## config.mk

```make
export PLATFORM = sky130hd
export DESIGN_NAME = burst_mapper
export DESIGN_NICKNAME = d
export VERILOG_FILES = /design/src/source/burst_pkg.sv /design/src/source/sop_tracker.sv /design/src/source/burst_gearbox.sv /design/src/source/burst_mapper.sv
export SDC_FILE = /design/constraint.sdc
export NUM_CORES = 1
export LEC_CHECK = 0
export BUFFER_PORTS_ARGS = -buffer_cell sky130_fd_sc_hd__buf_2
export CAP_MARGIN = 30
export CORE_MARGIN = 5
export CORE_UTILIZATION = 39
export DETAILED_ROUTE_END_ITERATION = 8
export PLACE_DENSITY = 0.86
export SYNTH_ARGS = -nofsm -noshare
export SYNTH_HDL_FRONTEND = slang
export SYNTH_HIERARCHICAL = 1
export SYNTH_SLANG_ARGS = --single-unit
```

## constraint.sdc

```tcl
create_clock -name clk -period 4.9 [get_ports clk]
set_clock_uncertainty 0.15 [all_clocks]
set_input_delay 0.98 -clock clk [delete_from_list [all_inputs] [get_ports clk]]
set_output_delay 0.98 -clock clk [all_outputs]
set_load 0.02 [all_outputs]
```

## src/source/burst_pkg.sv

```systemverilog
//--------------------------------------
// Addresses count 32-bit words, not bytes
// Burst counts are in beats and must never be zero
// Source and sink share one request layout
//--------------------------------------
package burst_pkg;

    // Word address and data sizes
    localparam int ADDR_WIDTH = 10;
    localparam int DATA_WIDTH = 32;
    localparam int DATA_N_BYTES = DATA_WIDTH / 8;

    // Every burstcount field is this wide so counts 1 to 16 fit
    localparam int MAX_BURST_WIDTH = 5;

    // User flags travel with each request beat
    localparam int USER_WIDTH = 1;
    // Set on extra sink write bursts whose responses must be dropped
    localparam int UFLAG_NO_REPLY = 0;

    // One request beat in Avalon order
    // Address and burstcount only matter on the first beat of a burst
    typedef struct packed {
        logic                       read;
        logic                       write;
        logic [ADDR_WIDTH-1:0]      address;
        logic [MAX_BURST_WIDTH-1:0] burstcount;
        logic [DATA_WIDTH-1:0]      writedata;
        logic [DATA_N_BYTES-1:0]    byteenable;
        logic [USER_WIDTH-1:0]      user;
    } mem_req_t;

    // Responses have no back-pressure
    typedef struct packed {
        logic                  readdatavalid;
        logic [DATA_WIDTH-1:0] readdata;
        logic                  writeresponsevalid;
        logic [USER_WIDTH-1:0] writeresponseuser;
    } mem_rsp_t;

endpackage

```

## src/source/sop_tracker.sv

```systemverilog
`timescale 1ns/100ps
//--------------------------------------
// Counts beats only while flit_valid is high
// burstcount is sampled on the first beat only
//--------------------------------------
module sop_tracker
#(
    parameter int BURST_CNT_WIDTH = 5
)
(
    input  logic                       clk,
    input  logic                       reset_n,
    input  logic                       flit_valid,
    input  logic [BURST_CNT_WIDTH-1:0] burstcount,
    output logic                       sop
);

    // Beats still owed to the burst in flight
    logic [BURST_CNT_WIDTH-1:0] beats_left;

    // Nothing owed means the next valid beat opens a new burst
    assign sop = (beats_left == '0);

    always_ff @(posedge clk)
    begin
        if (!reset_n)
        begin
            beats_left <= '0;
        end
        else if (flit_valid)
        begin
            // The first beat itself is consumed here
            if (sop)
                beats_left <= burstcount - 1'b1;
            else
                beats_left <= beats_left - 1'b1;
        end
    end

    // A zero count at the first beat would wrap the counter to its maximum
    a_sop_count_nonzero: assert property (@(posedge clk) disable iff (!reset_n)
        (flit_valid && sop) |-> (burstcount != '0))
        else $error("%m: start of packet beat with zero burstcount");

endmodule

```

## src/source/burst_gearbox.sv

```systemverilog
`timescale 1ns/100ps
//--------------------------------------
// Sink bursts are at most 2**(SINK_BURST_WIDTH-1) beats
// With NATURAL_ALIGNMENT set each piece starts on a multiple
// of the largest power of two not above its length
//--------------------------------------
module burst_gearbox
#(
    parameter int SOURCE_BURST_WIDTH = 5,
    parameter int SINK_BURST_WIDTH = 3,
    parameter int NATURAL_ALIGNMENT = 1
)
(
    input  logic                            clk,
    input  logic                            reset_n,
    input  logic                            new_req,
    input  logic [burst_pkg::ADDR_WIDTH-1:0] source_addr,
    input  logic [SOURCE_BURST_WIDTH-1:0]   source_burstcount,
    input  logic                            accept_req,
    output logic                            req_complete,
    output logic [burst_pkg::ADDR_WIDTH-1:0] sink_addr,
    output logic [SINK_BURST_WIDTH-1:0]     sink_burstcount
);

    localparam int AW = burst_pkg::ADDR_WIDTH;

    // Largest legal sink burst held at source width for comparisons
    localparam logic [SOURCE_BURST_WIDTH-1:0] SINK_MAX =
        SOURCE_BURST_WIDTH'(1) << (SINK_BURST_WIDTH - 1);

    // Address and beats left of the current source burst
    logic [AW-1:0]                 cur_addr;
    logic [SOURCE_BURST_WIDTH-1:0] remaining;
    // Size limit from address alignment
    logic [SOURCE_BURST_WIDTH-1:0] align_cap;
    // Length of the piece now on offer to the sink
    logic [SOURCE_BURST_WIDTH-1:0] piece;

    always_comb
    begin
        // Walk from the high bit down so the lowest set address bit wins
        align_cap = SINK_MAX;
        if (NATURAL_ALIGNMENT != 0)
        begin
            for (int i = SINK_BURST_WIDTH - 2; i >= 0; i--)
            begin
                if (cur_addr[i])
                    align_cap = SOURCE_BURST_WIDTH'(1) << i;
            end
        end

        // Smallest of beats left, sink maximum and alignment limit
        piece = remaining;
        if (piece > SINK_MAX)
            piece = SINK_MAX;
        if (piece > align_cap)
            piece = align_cap;
    end

    // The piece that covers every remaining beat is the last one
    assign req_complete = (remaining == piece);
    assign sink_addr = cur_addr;
    assign sink_burstcount = piece[SINK_BURST_WIDTH-1:0];

    always_ff @(posedge clk)
    begin
        if (!reset_n)
        begin
            cur_addr <= '0;
            remaining <= '0;
        end
        else if (new_req)
        begin
            // A fresh source burst replaces whatever piece was just taken
            cur_addr <= source_addr;
            remaining <= source_burstcount;
        end
        else if (accept_req)
        begin
            cur_addr <= cur_addr + AW'(piece);
            remaining <= remaining - piece;
        end
    end

    // A piece is only taken while beats of the source burst remain
    a_piece_nonzero: assert property (@(posedge clk) disable iff (!reset_n)
        accept_req |-> (piece != '0))
        else $error("%m: sink piece taken with no beats left in the source burst");

endmodule

```

## src/source/burst_mapper.sv

```systemverilog
`timescale 1ns/100ps
//--------------------------------------
// The sink must echo first-beat user bits in writeresponseuser
// Requires SINK_BURST_WIDTH < SOURCE_BURST_WIDTH <= MAX_BURST_WIDTH
// Read and write responses are never back-pressured
//--------------------------------------
module burst_mapper
#(
    parameter int SOURCE_BURST_WIDTH = 5,
    parameter int SINK_BURST_WIDTH = 3,
    parameter int NATURAL_ALIGNMENT = 1
)
(
    input  logic                clk,
    input  logic                reset_n,
    input  burst_pkg::mem_req_t src_req,
    output logic                src_waitrequest,
    output burst_pkg::mem_rsp_t src_rsp,
    output burst_pkg::mem_req_t sink_req,
    input  logic                sink_waitrequest,
    input  burst_pkg::mem_rsp_t sink_rsp
);

    logic                                req_complete;
    logic                                new_req;
    logic                                accept_req;
    logic                                src_wr_sop;
    logic                                sink_wr_sop;
    logic [burst_pkg::ADDR_WIDTH-1:0]    gb_addr;
    logic [SINK_BURST_WIDTH-1:0]         gb_burstcount;
    logic                                sink_read;
    logic                                sink_write;
    logic [burst_pkg::DATA_WIDTH-1:0]    sink_wdata;
    logic [burst_pkg::DATA_N_BYTES-1:0]  sink_be;
    logic [31:0]                         src_wr_bursts;
    logic [31:0]                         src_wr_rsps;

    if (SOURCE_BURST_WIDTH > burst_pkg::MAX_BURST_WIDTH ||
        SINK_BURST_WIDTH >= SOURCE_BURST_WIDTH)
    begin : g_bad_widths
        $error("%m: illegal SOURCE_BURST_WIDTH / SINK_BURST_WIDTH pair");
    end

    // Hold the source while the sink stalls or a read still has pieces to issue
    // Writes need no extra stall since the beat count is the same on both sides
    assign src_waitrequest = sink_waitrequest || (sink_read && !req_complete);

    // Source reads and first write beats open a new burst in the gearbox
    assign new_req = !src_waitrequest && src_wr_sop;

    // A sink piece is taken on its first beat
    assign accept_req = !sink_waitrequest && sink_wr_sop && (sink_read || sink_write);

    burst_gearbox #(
        .SOURCE_BURST_WIDTH(SOURCE_BURST_WIDTH),
        .SINK_BURST_WIDTH(SINK_BURST_WIDTH),
        .NATURAL_ALIGNMENT(NATURAL_ALIGNMENT)
    ) gearbox (
        .clk,
        .reset_n,
        .new_req,
        .source_addr(src_req.address),
        .source_burstcount(src_req.burstcount[SOURCE_BURST_WIDTH-1:0]),
        .accept_req,
        .req_complete,
        .sink_addr(gb_addr),
        .sink_burstcount(gb_burstcount)
    );

    // First write beats on the source side
    sop_tracker #(.BURST_CNT_WIDTH(SOURCE_BURST_WIDTH)) src_sop (
        .clk,
        .reset_n,
        .flit_valid(src_req.write && !src_waitrequest),
        .burstcount(src_req.burstcount[SOURCE_BURST_WIDTH-1:0]),
        .sop(src_wr_sop)
    );

    // First write beats of each sink piece
    sop_tracker #(.BURST_CNT_WIDTH(SINK_BURST_WIDTH)) sink_sop (
        .clk,
        .reset_n,
        .flit_valid(sink_write && !sink_waitrequest),
        .burstcount(gb_burstcount),
        .sop(sink_wr_sop)
    );

    always_ff @(posedge clk)
    begin
        if (!reset_n)
        begin
            sink_read <= 1'b0;
            sink_write <= 1'b0;
        end
        else if (!src_waitrequest)
        begin
            sink_read <= src_req.read;
            sink_write <= src_req.write;
        end
    end

    always_ff @(posedge clk)
    begin
        if (!src_waitrequest)
        begin
            sink_wdata <= src_req.writedata;
            sink_be <= src_req.byteenable;
        end
    end

    always_comb
    begin
        sink_req = '0;
        sink_req.read = sink_read;
        sink_req.write = sink_write;
        sink_req.writedata = sink_wdata;
        sink_req.byteenable = sink_be;
        // Address and count only go out on the first beat of a sink piece
        if (sink_wr_sop)
        begin
            sink_req.address = gb_addr;
            sink_req.burstcount[SINK_BURST_WIDTH-1:0] = gb_burstcount;
        end
        // Only the last piece of a source write may answer the initiator
        sink_req.user[burst_pkg::UFLAG_NO_REPLY] = !(req_complete && sink_wr_sop && sink_write);
    end

    // Read data passes straight back and tagged write responses are dropped
    always_comb
    begin
        src_rsp = sink_rsp;
        src_rsp.writeresponsevalid = sink_rsp.writeresponsevalid &&
            !sink_rsp.writeresponseuser[burst_pkg::UFLAG_NO_REPLY];
    end

    always_ff @(posedge clk)
    begin
        if (!reset_n)
        begin
            src_wr_bursts <= '0;
            src_wr_rsps <= '0;
        end
        else
        begin
            if (src_req.write && !src_waitrequest && src_wr_sop)
                src_wr_bursts <= src_wr_bursts + 1'b1;
            if (src_rsp.writeresponsevalid)
                src_wr_rsps <= src_wr_rsps + 1'b1;
        end
    end

    // Fires when the sink fails to echo the no-reply flag
    a_rsp_not_ahead: assert property (@(posedge clk) disable iff (!reset_n)
        src_wr_rsps <= src_wr_bursts)
        else $error("%m: more write responses than source write bursts");

endmodule

```

Word level (Yosys, flattened, before mapping)
Cells that the tools add are included. W data, S select, Z words.

Bits in registers: 61. Latch bits: 0. RAM bits: 0. Memory bits (read-only): 0. Input bits: 92. Output and inout port bits: 90. Word-level logic and storage cells: 48. Memories: 0.

Add/subtract/negate cells: 6. Multipliers: 0. Div/mod/pow operators: 0. Order comparisons: 2. Equality and inequality tests: 1. Shift-type cells: 0. Multiplexer cells: 12. Bitwise operators: 0. Reductions and logical operators: 19.

Operators with widths (number): $mux W10 (3); $mux W5 (5); $mux W3 (4); $add A10 B5 Y10 (1); $sub A5 B1 Y5 const B (2); $logic_and A1 B1 Y1 (9); $sub A3 B1 Y3 const B (2); $eq A5 B5 Y1 (1); $gt A5 B3 Y1 (1); $gt A5 B3 Y1 const B (1); $logic_not A1 Y1 (5); $logic_not A5 Y1 (1); $sub A5 B5 Y5 (1); $logic_not A3 Y1 (1); $logic_or A1 B1 Y1 (2); $reduce_bool A2 Y1 (1).

Longest topological paths before layout
Gate-level depths: netlist (run 1).

Depth after elaboration: 11. Mapped depth: 19. Depth with buffers taken out: 18.

Hierarchy
The synthesis (run 1) kept the hierarchy.

Modules (own cells, without submodules): burst_mapper (times used 1, cells each 107, area each 1597.8 um^2, sequential area each 1121.1 um^2); burst_gearbox (times used 1, cells each 159, area each 1270.0 um^2, sequential area each 300.3 um^2); sop_tracker at src_sop (times used 1, cells each 37, area each 311.5 um^2, sequential area each 100.1 um^2); sop_tracker at sink_sop (times used 1, cells each 20, area each 175.2 um^2, sequential area each 60.1 um^2).

Least setup slack after synthesis (run 1)
Ideal clock, no wire load.

Kind: register to output. Start point: register gearbox.remaining[2]. End point: output port src_waitrequest. Arrival: 3.498 ns. Required time: 3.770 ns. Slack: 0.272 ns. Cell stages (with the launch flop): 15. Path buffers: 0. Cell sequence: dfxtp_1 -> nor3_1 -> nand2_1 -> inv_1 -> ha_1 -> nor2b_1 -> o21ai_0 -> a32oi_2 -> mux2_2 -> ha_1 -> nand4_1 -> nor2_1 -> inv_2 -> a21oi_4 -> inv_1.

Word-level cells in the longest chain between the ends: 8.

Ends and longest elaborated chain: start: declaration (line burst_gearbox.sv:33) `logic [SOURCE_BURST_WIDTH-1:0] remaining;`; start signal: assignment (line burst_gearbox.sv:76) `remaining <= source_burstcount;`; start signal: assignment (line burst_gearbox.sv:81) `remaining <= remaining - piece;`; $gt A5 B3 Y1 (line burst_gearbox.sv:54) `if (piece > SINK_MAX)`; $mux W5 (line burst_gearbox.sv:54); $gt A5 B3 Y1 (line burst_gearbox.sv:56) `if (piece > align_cap)`; $mux W5 (line burst_gearbox.sv:56); $eq A5 B5 Y1 (*) (line burst_gearbox.sv:61) `assign req_complete = (remaining == piece);`; named net req_complete (line burst_mapper.sv:24) `logic req_complete;`; $logic_not A1 Y1 (*) (line burst_mapper.sv:46) `assign src_waitrequest = sink_waitrequest || (sink_read && !req_complete);`; $logic_and A1 B1 Y1 (*) (line burst_mapper.sv:46); $logic_or A1 B1 Y1 (*) (line burst_mapper.sv:46); end: declaration (line burst_mapper.sv:17) `output logic src_waitrequest,`.

The timed path passes the listed nets; every way through them passes the cells marked *.

Worst setup path in the final report (run 1)
Same ends and word-level chain as after synthesis.

==> results of run 1 <==
## cell families (layout without fill, tap and decap cells)
group | after synthesis | in the layout | synth area share [%]
xor gates and xnor gates | 4 | 4 | 1.04
DFF | 61 | 61 | 47.1
adders and majority gates | 16 | 16 | 6.42
muxes | 10 | 10 | 3.06
and+or+nand+nor | 104 | 104 | 17.1
AOI/OAI and AO/OA | 64 | 64 | 13.7
other | 3 | 5 | 0.336
buffers and inverters | 61 | 151 | 11.2
## metal layers
metal,GRT usage [%],routed length (um),vias to the layer above
li1,-,-,1303
met1,18.6,3310,1228
met2,23.9,3560,136
met3,5.07,1130,39
met4,5.38,198,0
met5,0,0,-
## power groups by stage
stage / registers [W] / clock network [W] / logic [W]
4_1_cts: 0.000667 / 0.000405 / 0.000789
2_1_floorplan: 0.000707 / 0 / 0.000579
5_1_grt: 0.000681 / 0.000429 / 0.000898
3_5_place_dp: 0.000678 / 0 / 0.000783
6_report: 0.000672 / 0.000391 / 0.000808
3_3_place_gp: 0.000675 / 0 / 0.000752
## synthesized netlist by cell type (2+ instances only)
library cell	instances
o21a_1	3
clkbuf_1	2
or3_1	5
or2_2	2
and4_1	2
nor3_1	7
fa_1	2
and2_1	17
buf_2	4
nand2b_1	3
buf_4	38
conb_1	3
nand4_1	4
nor2b_1	7
a21oi_1	12
xor2_1	2
mux2i_1	8
dfxtp_1	25
o21ai_0	12
xnor2_1	2
nor2_1	25
mux2_2	2
a31oi_1	5
ha_1	14
nand3b_1	2
nor3b_1	8
edfxtp_1	36
a211o_1	2
a211oi_1	9
inv_1	14
nand2_1	14
o211a_1	2
nand3_1	3
## worst paths after layout
| kind | from | to | slack (ps) | cells after the start |
|---|---|---|---|---|
| hold / removal | src_sop/beats_left[3] | src_sop/beats_left[3] | 370 | 2 |
| setup / recovery | gearbox/remaining[2] | src_waitrequest | 300 | 15 |
| hold reg to reg | src_sop/beats_left[3] | src_sop/beats_left[3] | 370 | 2 |
| setup reg to reg | gearbox/remaining[2] | gearbox/sink_addr[9] | 500 | 18 |
## registers in the layout, summed over array words and instances (netlist names)
| name | count |
|---|---|
| gearbox/remaining | 5 |
| sink_sop/beats_left | 3 |
| sink_be | 4 |
| gearbox/sink_addr | 10 |
| sink_read | 1 |
| sink_write | 1 |
| sink_wdata | 32 |
| src_sop/beats_left | 5 |
## cell usage in the layout, fill, tap and decap left out, types with 8 or more instances in the layout
master    Yosys  layout
nor2_1       25      25
a21oi_1      12      12
and2_1       17      17
edfxtp_1     36      36
a211oi_1      9       9
dfxtp_1      25      25
ha_1         14      14
nand2_1      14      14
clkbuf_8      0       9
buf_2         4     112
mux2i_1       8       8
o21ai_0      12      12
inv_1        14      14
## metrics by stage
| stage | power [W] | std cells |
|---|---|---|
| after floorplan | 0.00129 | 325 |
| after CTS | 0.00186 | 519 |
| after global placement | 0.00143 | 503 |
| final | 0.00187 | 520 |
| after detailed placement | 0.00146 | 503 |
| after global routing | 0.00201 | 520 |
## cell type report
cell class                 instances  area (um^2)  share of cell area (%)
timing repair buffer             119          613                    15.4
multi-input combinational        203         1420                    35.7
clock buffer                       9          124                    3.11
inverter                          16         60.1                    1.51
clock inverter                     7         51.3                    1.29
tap                              105          131                    3.30
sequential                        61         1580                    39.7
## tightest hold or removal path, delay by kind of cell (launching register included)
kind            cells  cell delay, ps
compound gates      1              60
simple gates        1              60
flops               1             350
## timing repair
| item | CTS | global route |
|---|---|---|
| buffers inserted | 0 | 1 |
| gates resized for setup | 0 | 2 |
| endpoints found under the setup margin | 0 | 9 |
| endpoints found under the hold margin | 0 | 0 |
==> results_dict.tcl, run 1 <==
set metrics [dict create \
    hpwl_mm 6.29 \
    synth_area_um2 3350 \
    drive_above_1_share_pct 35.4 \
    p_comb_share_pct 43.2 \
    report.final.slew_viol_count 0 \
    p_switching_w 0.000728 \
    slew_headroom_pct 57.2 \
    route.detailed.drc 0 \
    crit_family "simple AND/OR/NAND/NOR gates" \
    syn2layout_area_growth_pct 18.7 \
    crit_buf_inv 4 \
    gp_congestion 0.856 \
    grt-ovfl-total 0 \
    grt_max_degree 27 \
    setup_viol 0 \
    avgSynthCellArea_um2 10.4 \
    pwr-share-clk_pct 20.9 \
    die_area_um2 10600 \
    core_area_um2 8300 \
    clk_latency_ps 340 \
    start_util_pct 40.4 \
    die_h_um 103 \
    fillerInstances 760 \
    hold_violations 0 \
    ir_drop_uv 193 \
    post-route-util_pct 48.0 \
    cts.sink_count 61 \
    status "complete, no violations" \
    numCtsBuffers 9 \
    worst_slew_pin_slew_ps 625 \
    fin_ws_ps 299 \
    async_flop_share_pct 0 \
    grt_usage_pct 14.9 \
    grt_first_pass_wirelength_mm 12.3 \
    synth_top_area_share_pct 32.2 \
    antenna_found_initial 0 \
    slowest_delay_ps 380 \
    intPower_w 0.00114 \
    wl_mm 8.19 \
    clockBufferDepth 2 \
    fmax_ghz 0.217 \
    drtIter0Drc 200 \
    pre_cts_ws_ps 333 \
    synth_edf_count 36 \
    vias 2706 \
    finalCritPeriodShare_pct 93.9 \
    grt_setup_unrepaired "false" \
    first_global_vias 2538 \
    cp.arrival_ps 3470 \
    synthFlopType "edfxtp_1" \
    ys_seq_area_share_pct 47.1 \
    ios 182 \
    yosys.area.top_type "edfxtp_1" \
    worstPathRequired_ps 3770 \
    path_class "reg -> out" \
    ys_seq_elements 61 \
    syn-instance-count 323 \
    placed_area_um2 3790 \
    switching_share_pct 38.9 \
    crit_path_max_fanout 5 \
    cts.reportedPaths.clkPinSlew_ps 80 \
    cp_slowest_cell "mux2_2" \
    cts_tree "built" \
    fp.dieW_um 103 \
    layout_min_cycle_time_ps 4600 \
    startpoint_type "flip-flop" \
    postRouteAntennaNets 0 \
    via_per_inst 5.20 \
    portBuffers 112 \
    hold_ws_ps 367 \
    stdcell_area_um2 3980 \
    cp-end-kind "output port" \
    wl_per_cell_um 15.7 \
    synth.area.top_cells "edfxtp_1, dfxtp_1, buf_4" \
    dr.pass1.iters 4 \
    p_per_area_nw_per_um2 470 \
    cts.htree.levels 3 \
    p_seq_share_pct 35.9 \
    hold_buffers 0 \
    root_buffer "clkbuf_8" \
    yosysWarnings 6 \
    leakage_nw 1.71 \
    diodes 0 \
    hp-class "reg -> reg" \
    yosysUniqueCellTypes 60 \
    num_rows 33 \
    tns_ps 0 \
    path_cells "nor3_4 -> nand2_1 -> inv_1 -> ha_1 -> nor2b_1 -> o21ai_0 -> a32oi_2 -> mux2_2 -> ha_1 -> nand4_1 -> nor2_1 -> inv_2 -> a21oi_4 -> inv_1 -> buf_2" \
    nNetsFinal 518 \
    max_cap_viol_count 0 \
]
No activity file was read; power rests on OpenSTA's default activity.
==> run 2, diff against run 1 <==
BUFFER_PORTS_ARGS = unset   (was -buffer_cell sky130_fd_sc_hd__buf_2)
DONT_BUFFER_PORTS = 1   (was unset)
PLACE_DENSITY = 0.67   (was 0.86)
==> results_dict.tcl, run 2 (same netlist as run 1, synthesis figures left out) <==
set metrics [dict create \
    status "complete, no violations" \
    clk_latency_ps 330 \
    drive_above_1_share_pct 13.2 \
    grt_usage_pct 14.5 \
    route.detailed.drc 0 \
    p_comb_share_pct 37.5 \
    gp_congestion 0.805 \
    hpwl_mm 5.88 \
    start_util_pct 40.4 \
    syn2layout_area_growth_pct 4.07 \
    r2r.worst_path.cells 20 \
    wl_per_cell_um 18.6 \
    first_global_vias 2207 \
    grt_max_degree 34 \
    portBuffers 0 \
    drtIter0Drc 91 \
    cts.htree.levels 3 \
    root_buffer "clkbuf_8" \
    leakage_nw 1.31 \
    r2r_start "gearbox/remaining[2]" \
    layout_min_cycle_time_ps 4540 \
    cp-end-kind "output port" \
    path_class "reg -> out" \
    die_h_um 103 \
    hold_violations 0 \
    crit_path_max_fanout 7 \
    mostFrequentLayoutCells "edfxtp_1, nor2_1, dfxtp_1" \
    postRouteAntennaNets 0 \
    setup_viol 0 \
    max_cap_viol_count 0 \
    whs_path_depth 2 \
    startpoint "gearbox/remaining[2]" \
    antenna_found_initial 1 \
    vias 2254 \
    cts.sink_count 61 \
    fin_cells 415 \
    numCtsBuffers 9 \
    clockBufferDepth 2 \
    crit_path_end "src_waitrequest" \
    p_seq_share_pct 38.7 \
    grt_setup_unrepaired "false" \
    placed_cells 393 \
    cts.reportedPaths.clkPinSlew_ps 70 \
    hold_buffers 0 \
    dr.pass1.iters 4 \
    stdcell_area_um2 3490 \
    fillerInstances 779 \
    finalCritPeriodShare_pct 92.8 \
    final_common_cell "edfxtp_1" \
    report.final.slew_viol_count 0 \
    startpoint_type "flip-flop" \
    num_rows 33 \
    worstPathRequired_ps 3770 \
    core_area_um2 8300 \
    switching_share_pct 36.9 \
    intPower_w 0.00117 \
    r2r-end "gearbox/sink_addr[9]" \
    largest_reg_flops 32 \
    fmax_ghz 0.220 \
    ir_drop_uv 224 \
    largest-register "sink_wdata" \
    ios 182 \
    fp.dieW_um 103 \
    die_area_um2 10600 \
    pwr-share-clk_pct 23.7 \
    tns_ps 0 \
    wl_mm 7.71 \
    p_switching_w 0.000685 \
    p_per_area_nw_per_um2 532 \
    diodes 0 \
    timing.reg2reg.setup_slack_ps 530 \
    via_per_inst 5.43 \
    nNetsFinal 413 \
    cp.arrival_ps 3410 \
    grt_first_pass_wirelength_mm 11.9 \
    grt-ovfl-total 0 \
    hp-class "reg -> reg" \
    cts_tree "built" \
    placed_area_um2 3240 \
]
==> run 2: what timing repair did <==
action                                  4_1_cts  5_1_grt
hold endpoints to repair                      0        0
endpoints found under the setup margin        1        2
gates resized for setup                       1        1
buffers inserted                              0        6
pin swaps                                     0        2
==> run 2: worst min path at each step <==
stage                                      from                    end  slack [ps]
after floorplan                      sink_write             sink_write         320
after global placement    src_sop/beats_left[3]  src_sop/beats_left[3]         350
after detailed placement  src_sop/beats_left[3]  src_sop/beats_left[3]         380
after CTS                 src_sop/beats_left[3]  src_sop/beats_left[3]         380
after global routing      src_sop/beats_left[3]  src_sop/beats_left[3]         420
final                     src_sop/beats_left[3]  src_sop/beats_left[3]         380
==> run 2: metrics by stage <==
step           setup slack [ps]  total power, W  hold WS, ps  utilization [%]
2_1_floorplan               272         0.00129          319                -
3_3_place_gp                366         0.00137          352             39.1
3_5_place_dp                301         0.00139          379             39.1
4_1_cts                     142         0.00184          385             41.4
5_1_grt                    31.1         0.00200          420             42.1
6_report                    355         0.00186          383             42.1
==> run 2: worst max-delay path: stages, from the launching register on <==
cell and delay (ps):
dfxtp_1 360, nor3_4 280, nand2_1 120, inv_1 70, ha_1 150, nor2b_1 130
o21ai_0 100, a32oi_2 260, buf_4 180, mux2_2 330, ha_1 280, nand4_1 110
nor2_1 190, inv_2 70, a21oi_4 220, inv_1 60, buf_4 160
==> run 2: per-layer routing <==
layer  routed length [um]  up-vias  global-route usage (%)
li1                     -     1084                       -
met1                 3210     1030                    17.2
met2                 3510      111                    23.2
met3                  844       27                    7.31
met4                  127        2                    4.38
met5                   13        -                       0
==> run 2: power by group through the flow <==
stage | combinational, W | sequential (W) | clock [W]
after global placement | 0.000643 | 0.000725 | 0
final | 0.000697 | 0.000720 | 0.000441
after global routing | 0.000785 | 0.000730 | 0.000485
after CTS | 0.000667 | 0.000719 | 0.000457
after floorplan | 0.000579 | 0.000707 | 0
after detailed placement | 0.000661 | 0.000729 | 0
==> run 2: cell type report <==
cell class	instances	area [um^2]	area share (%)
sequential	61	1580	45.3
tap	105	131	3.76
multi-input combinational	203	1420	40.7
inverter	16	60.1	1.72
timing repair buffer	14	105	3.01
clock buffer	11	141	4.05
clock inverter	5	51.3	1.47
==> run 3, diff against run 2 <==
SYNTH_HIERARCHICAL = unset   (was 1)
==> results_dict.tcl, run 3 <==
set metrics [dict create \
    status "complete, no violations" \
    cts.reportedPaths.clkPinSlew_ps 80 \
    final_common_cell "edfxtp_1" \
    synth_edf_count 36 \
    finalCritPeriodShare_pct 93.2 \
    gp_congestion 0.763 \
    diodes 0 \
    placed_cells 374 \
    cts_tree "built" \
    ios 182 \
    pre_cts_ws_ps 511 \
    cp_common_cell "inv_1" \
    fin_cells 390 \
    largest_reg_flops 32 \
    synthFlopType "edfxtp_1" \
    yosysUniqueCellTypes 48 \
    p_per_area_nw_per_um2 776 \
    avgSynthCellArea_um2 10.5 \
    fin_ws_ps 333 \
    cts.sink_count 61 \
    dr.pass1.iters 5 \
    hold_violations 0 \
    largest-register "sink_wdata" \
    crit_path_max_fanout 5 \
    ir_drop_uv 334 \
    syn2layout_area_growth_pct 1.35 \
    regArea_um2 1580 \
    core_area_um2 8180 \
    synth_top_area_share_pct 33.3 \
    cts.htree.levels 3 \
    synth_commonest_cells "buf_4, edfxtp_1, dfxtp_1" \
    ys_seq_area_share_pct 48.7 \
    setup_viol 0 \
    clk_latency_ps 340 \
    wl_mm 7.17 \
    path_cells "nor3_1 -> nand2_1 -> inv_1 -> ha_1 -> a211oi_2 -> nor2_1 -> mux2i_2 -> inv_1 -> ha_1 -> nand2_1 -> o32ai_4 -> inv_1" \
    cp-end-kind "output port" \
    path_class "reg -> out" \
    max_cap_viol_count 0 \
    clockBufferDepth 2 \
    report.final.slew_viol_count 0 \
    async_flop_share_pct 0 \
    drive_above_1_share_pct 10.2 \
    numCtsBuffers 9 \
    slew_headroom_pct 58.7 \
    antenna_found_initial 0 \
    hpwl_mm 5.41 \
    cp.arrival_ps 3440 \
    synth.most_common_cell "buf_4" \
    startpoint_type "flip-flop" \
    grt_first_pass_wirelength_mm 10.9 \
    die_area_um2 10200 \
    grt-ovfl-total 0 \
    die_h_um 101 \
    yosysWarnings 0 \
    cts_resized 0 \
    worstPathRequired_ps 3770 \
    first_global_vias 2085 \
    worst_slew_pin_slew_ps 619 \
    syn-instance-count 309 \
    leakage_nw 1.19 \
    grt_max_degree 28 \
    nNetsFinal 388 \
    slowest_delay_ps 380 \
    drtIter0Drc 97 \
    portBuffers 0 \
    synth_area_um2 3250 \
    grt_usage_pct 13.9 \
    cts_setup_buffers 0 \
    layout_min_cycle_time_ps 4570 \
    hp-class "reg -> reg" \
    yosys.area.top_type "edfxtp_1" \
    route.detailed.drc 0 \
    mostFrequentLayoutCells "edfxtp_1, dfxtp_1, nor2_1" \
    start_util_pct 39.7 \
    cp_slowest_cell "dfxtp_1" \
    wl_per_cell_um 18.4 \
    fp.dieW_um 101 \
    hold_buffers 0 \
    num_rows 33 \
    root_buffer "clkbuf_8" \
    multi_input_area_um2 1310 \
    post-route-util_pct 40.2 \
    power.total_w 0.00255 \
    ys_seq_elements 61 \
    fillerInstances 805 \
    fmax_ghz 0.219 \
    synth.area.top_cells "edfxtp_1, dfxtp_1, buf_4" \
    postRouteAntennaNets 0 \
    vias 2106 \
    via_per_inst 5.40 \
]
==> run 3: kinds of logic after synthesis <==
family	share of synthesized area, %
xor+xnor	2.70
compound gates	14.9
simple gates	13.4
other cells	0.231
mux	1.85
buf+inv	11.6
fa+ha+maj	6.63
flops	48.7
==> run 3: per-stage QoR <==
stage	hold slack [ps]	cell area, um^2	TNS, ps
after detailed placement	343	3080	0
final	359	3290	0
after CTS	357	3280	0
after global routing	391	3290	-31.9
after global placement	330	3070	0
after floorplan	311	3260	0
==> run 3: worst paths after layout <==
kind | from | end | cells after the start | slack [ps]
worst max-delay path | gearbox.remaining[4] | src_waitrequest | 12 | 330
worst min register to register | sink_sop.beats_left[2] | sink_sop.beats_left[2] | 2 | 360
worst min-delay path | sink_sop.beats_left[2] | sink_sop.beats_left[2] | 2 | 360
worst max register to register | gearbox.remaining[4] | src_sop.beats_left[4] | 15 | 690
==> run 3: metal layers <==
metal / global-route usage, % / share of wire (%)
met1: 15.9 / 41
met2: 20.9 / 44
met3: 7.23 / 12
met4: 7.98 / 2.8
met5: 0 / 0
==> run 3: report_power, final <==
group / internal [W] / leakage (nW) / total [W] / switching [W]
combinational: 0.000428 / 0.531 / 0.00117 / 0.000744
clock: 0.000242 / 0.105 / 0.000460 / 0.000218
sequential: 0.000724 / 0.554 / 0.000922 / 0.000198
total: 0.00139 / 1.19 / 0.00255 / 0.00116
==> run 3: area by class of cell <==
type	count	area share (%)
flip-flops and latches	61	48.1
multi-input cells	193	39.8
well taps	105	3.99
clock buffers	9	3.77
clock inverters	7	2.40
inverters	12	1.37
repair buffers	3	0.609
==> run 3: critical path, delay by kind of cell, from the launching register on <==
family / cells / cell delay [ps]
simple gates: 4 / 770
compound gates: 2 / 590
fa+ha+maj: 2 / 570
buf+inv: 3 / 440
flops: 1 / 380
mux: 1 / 350
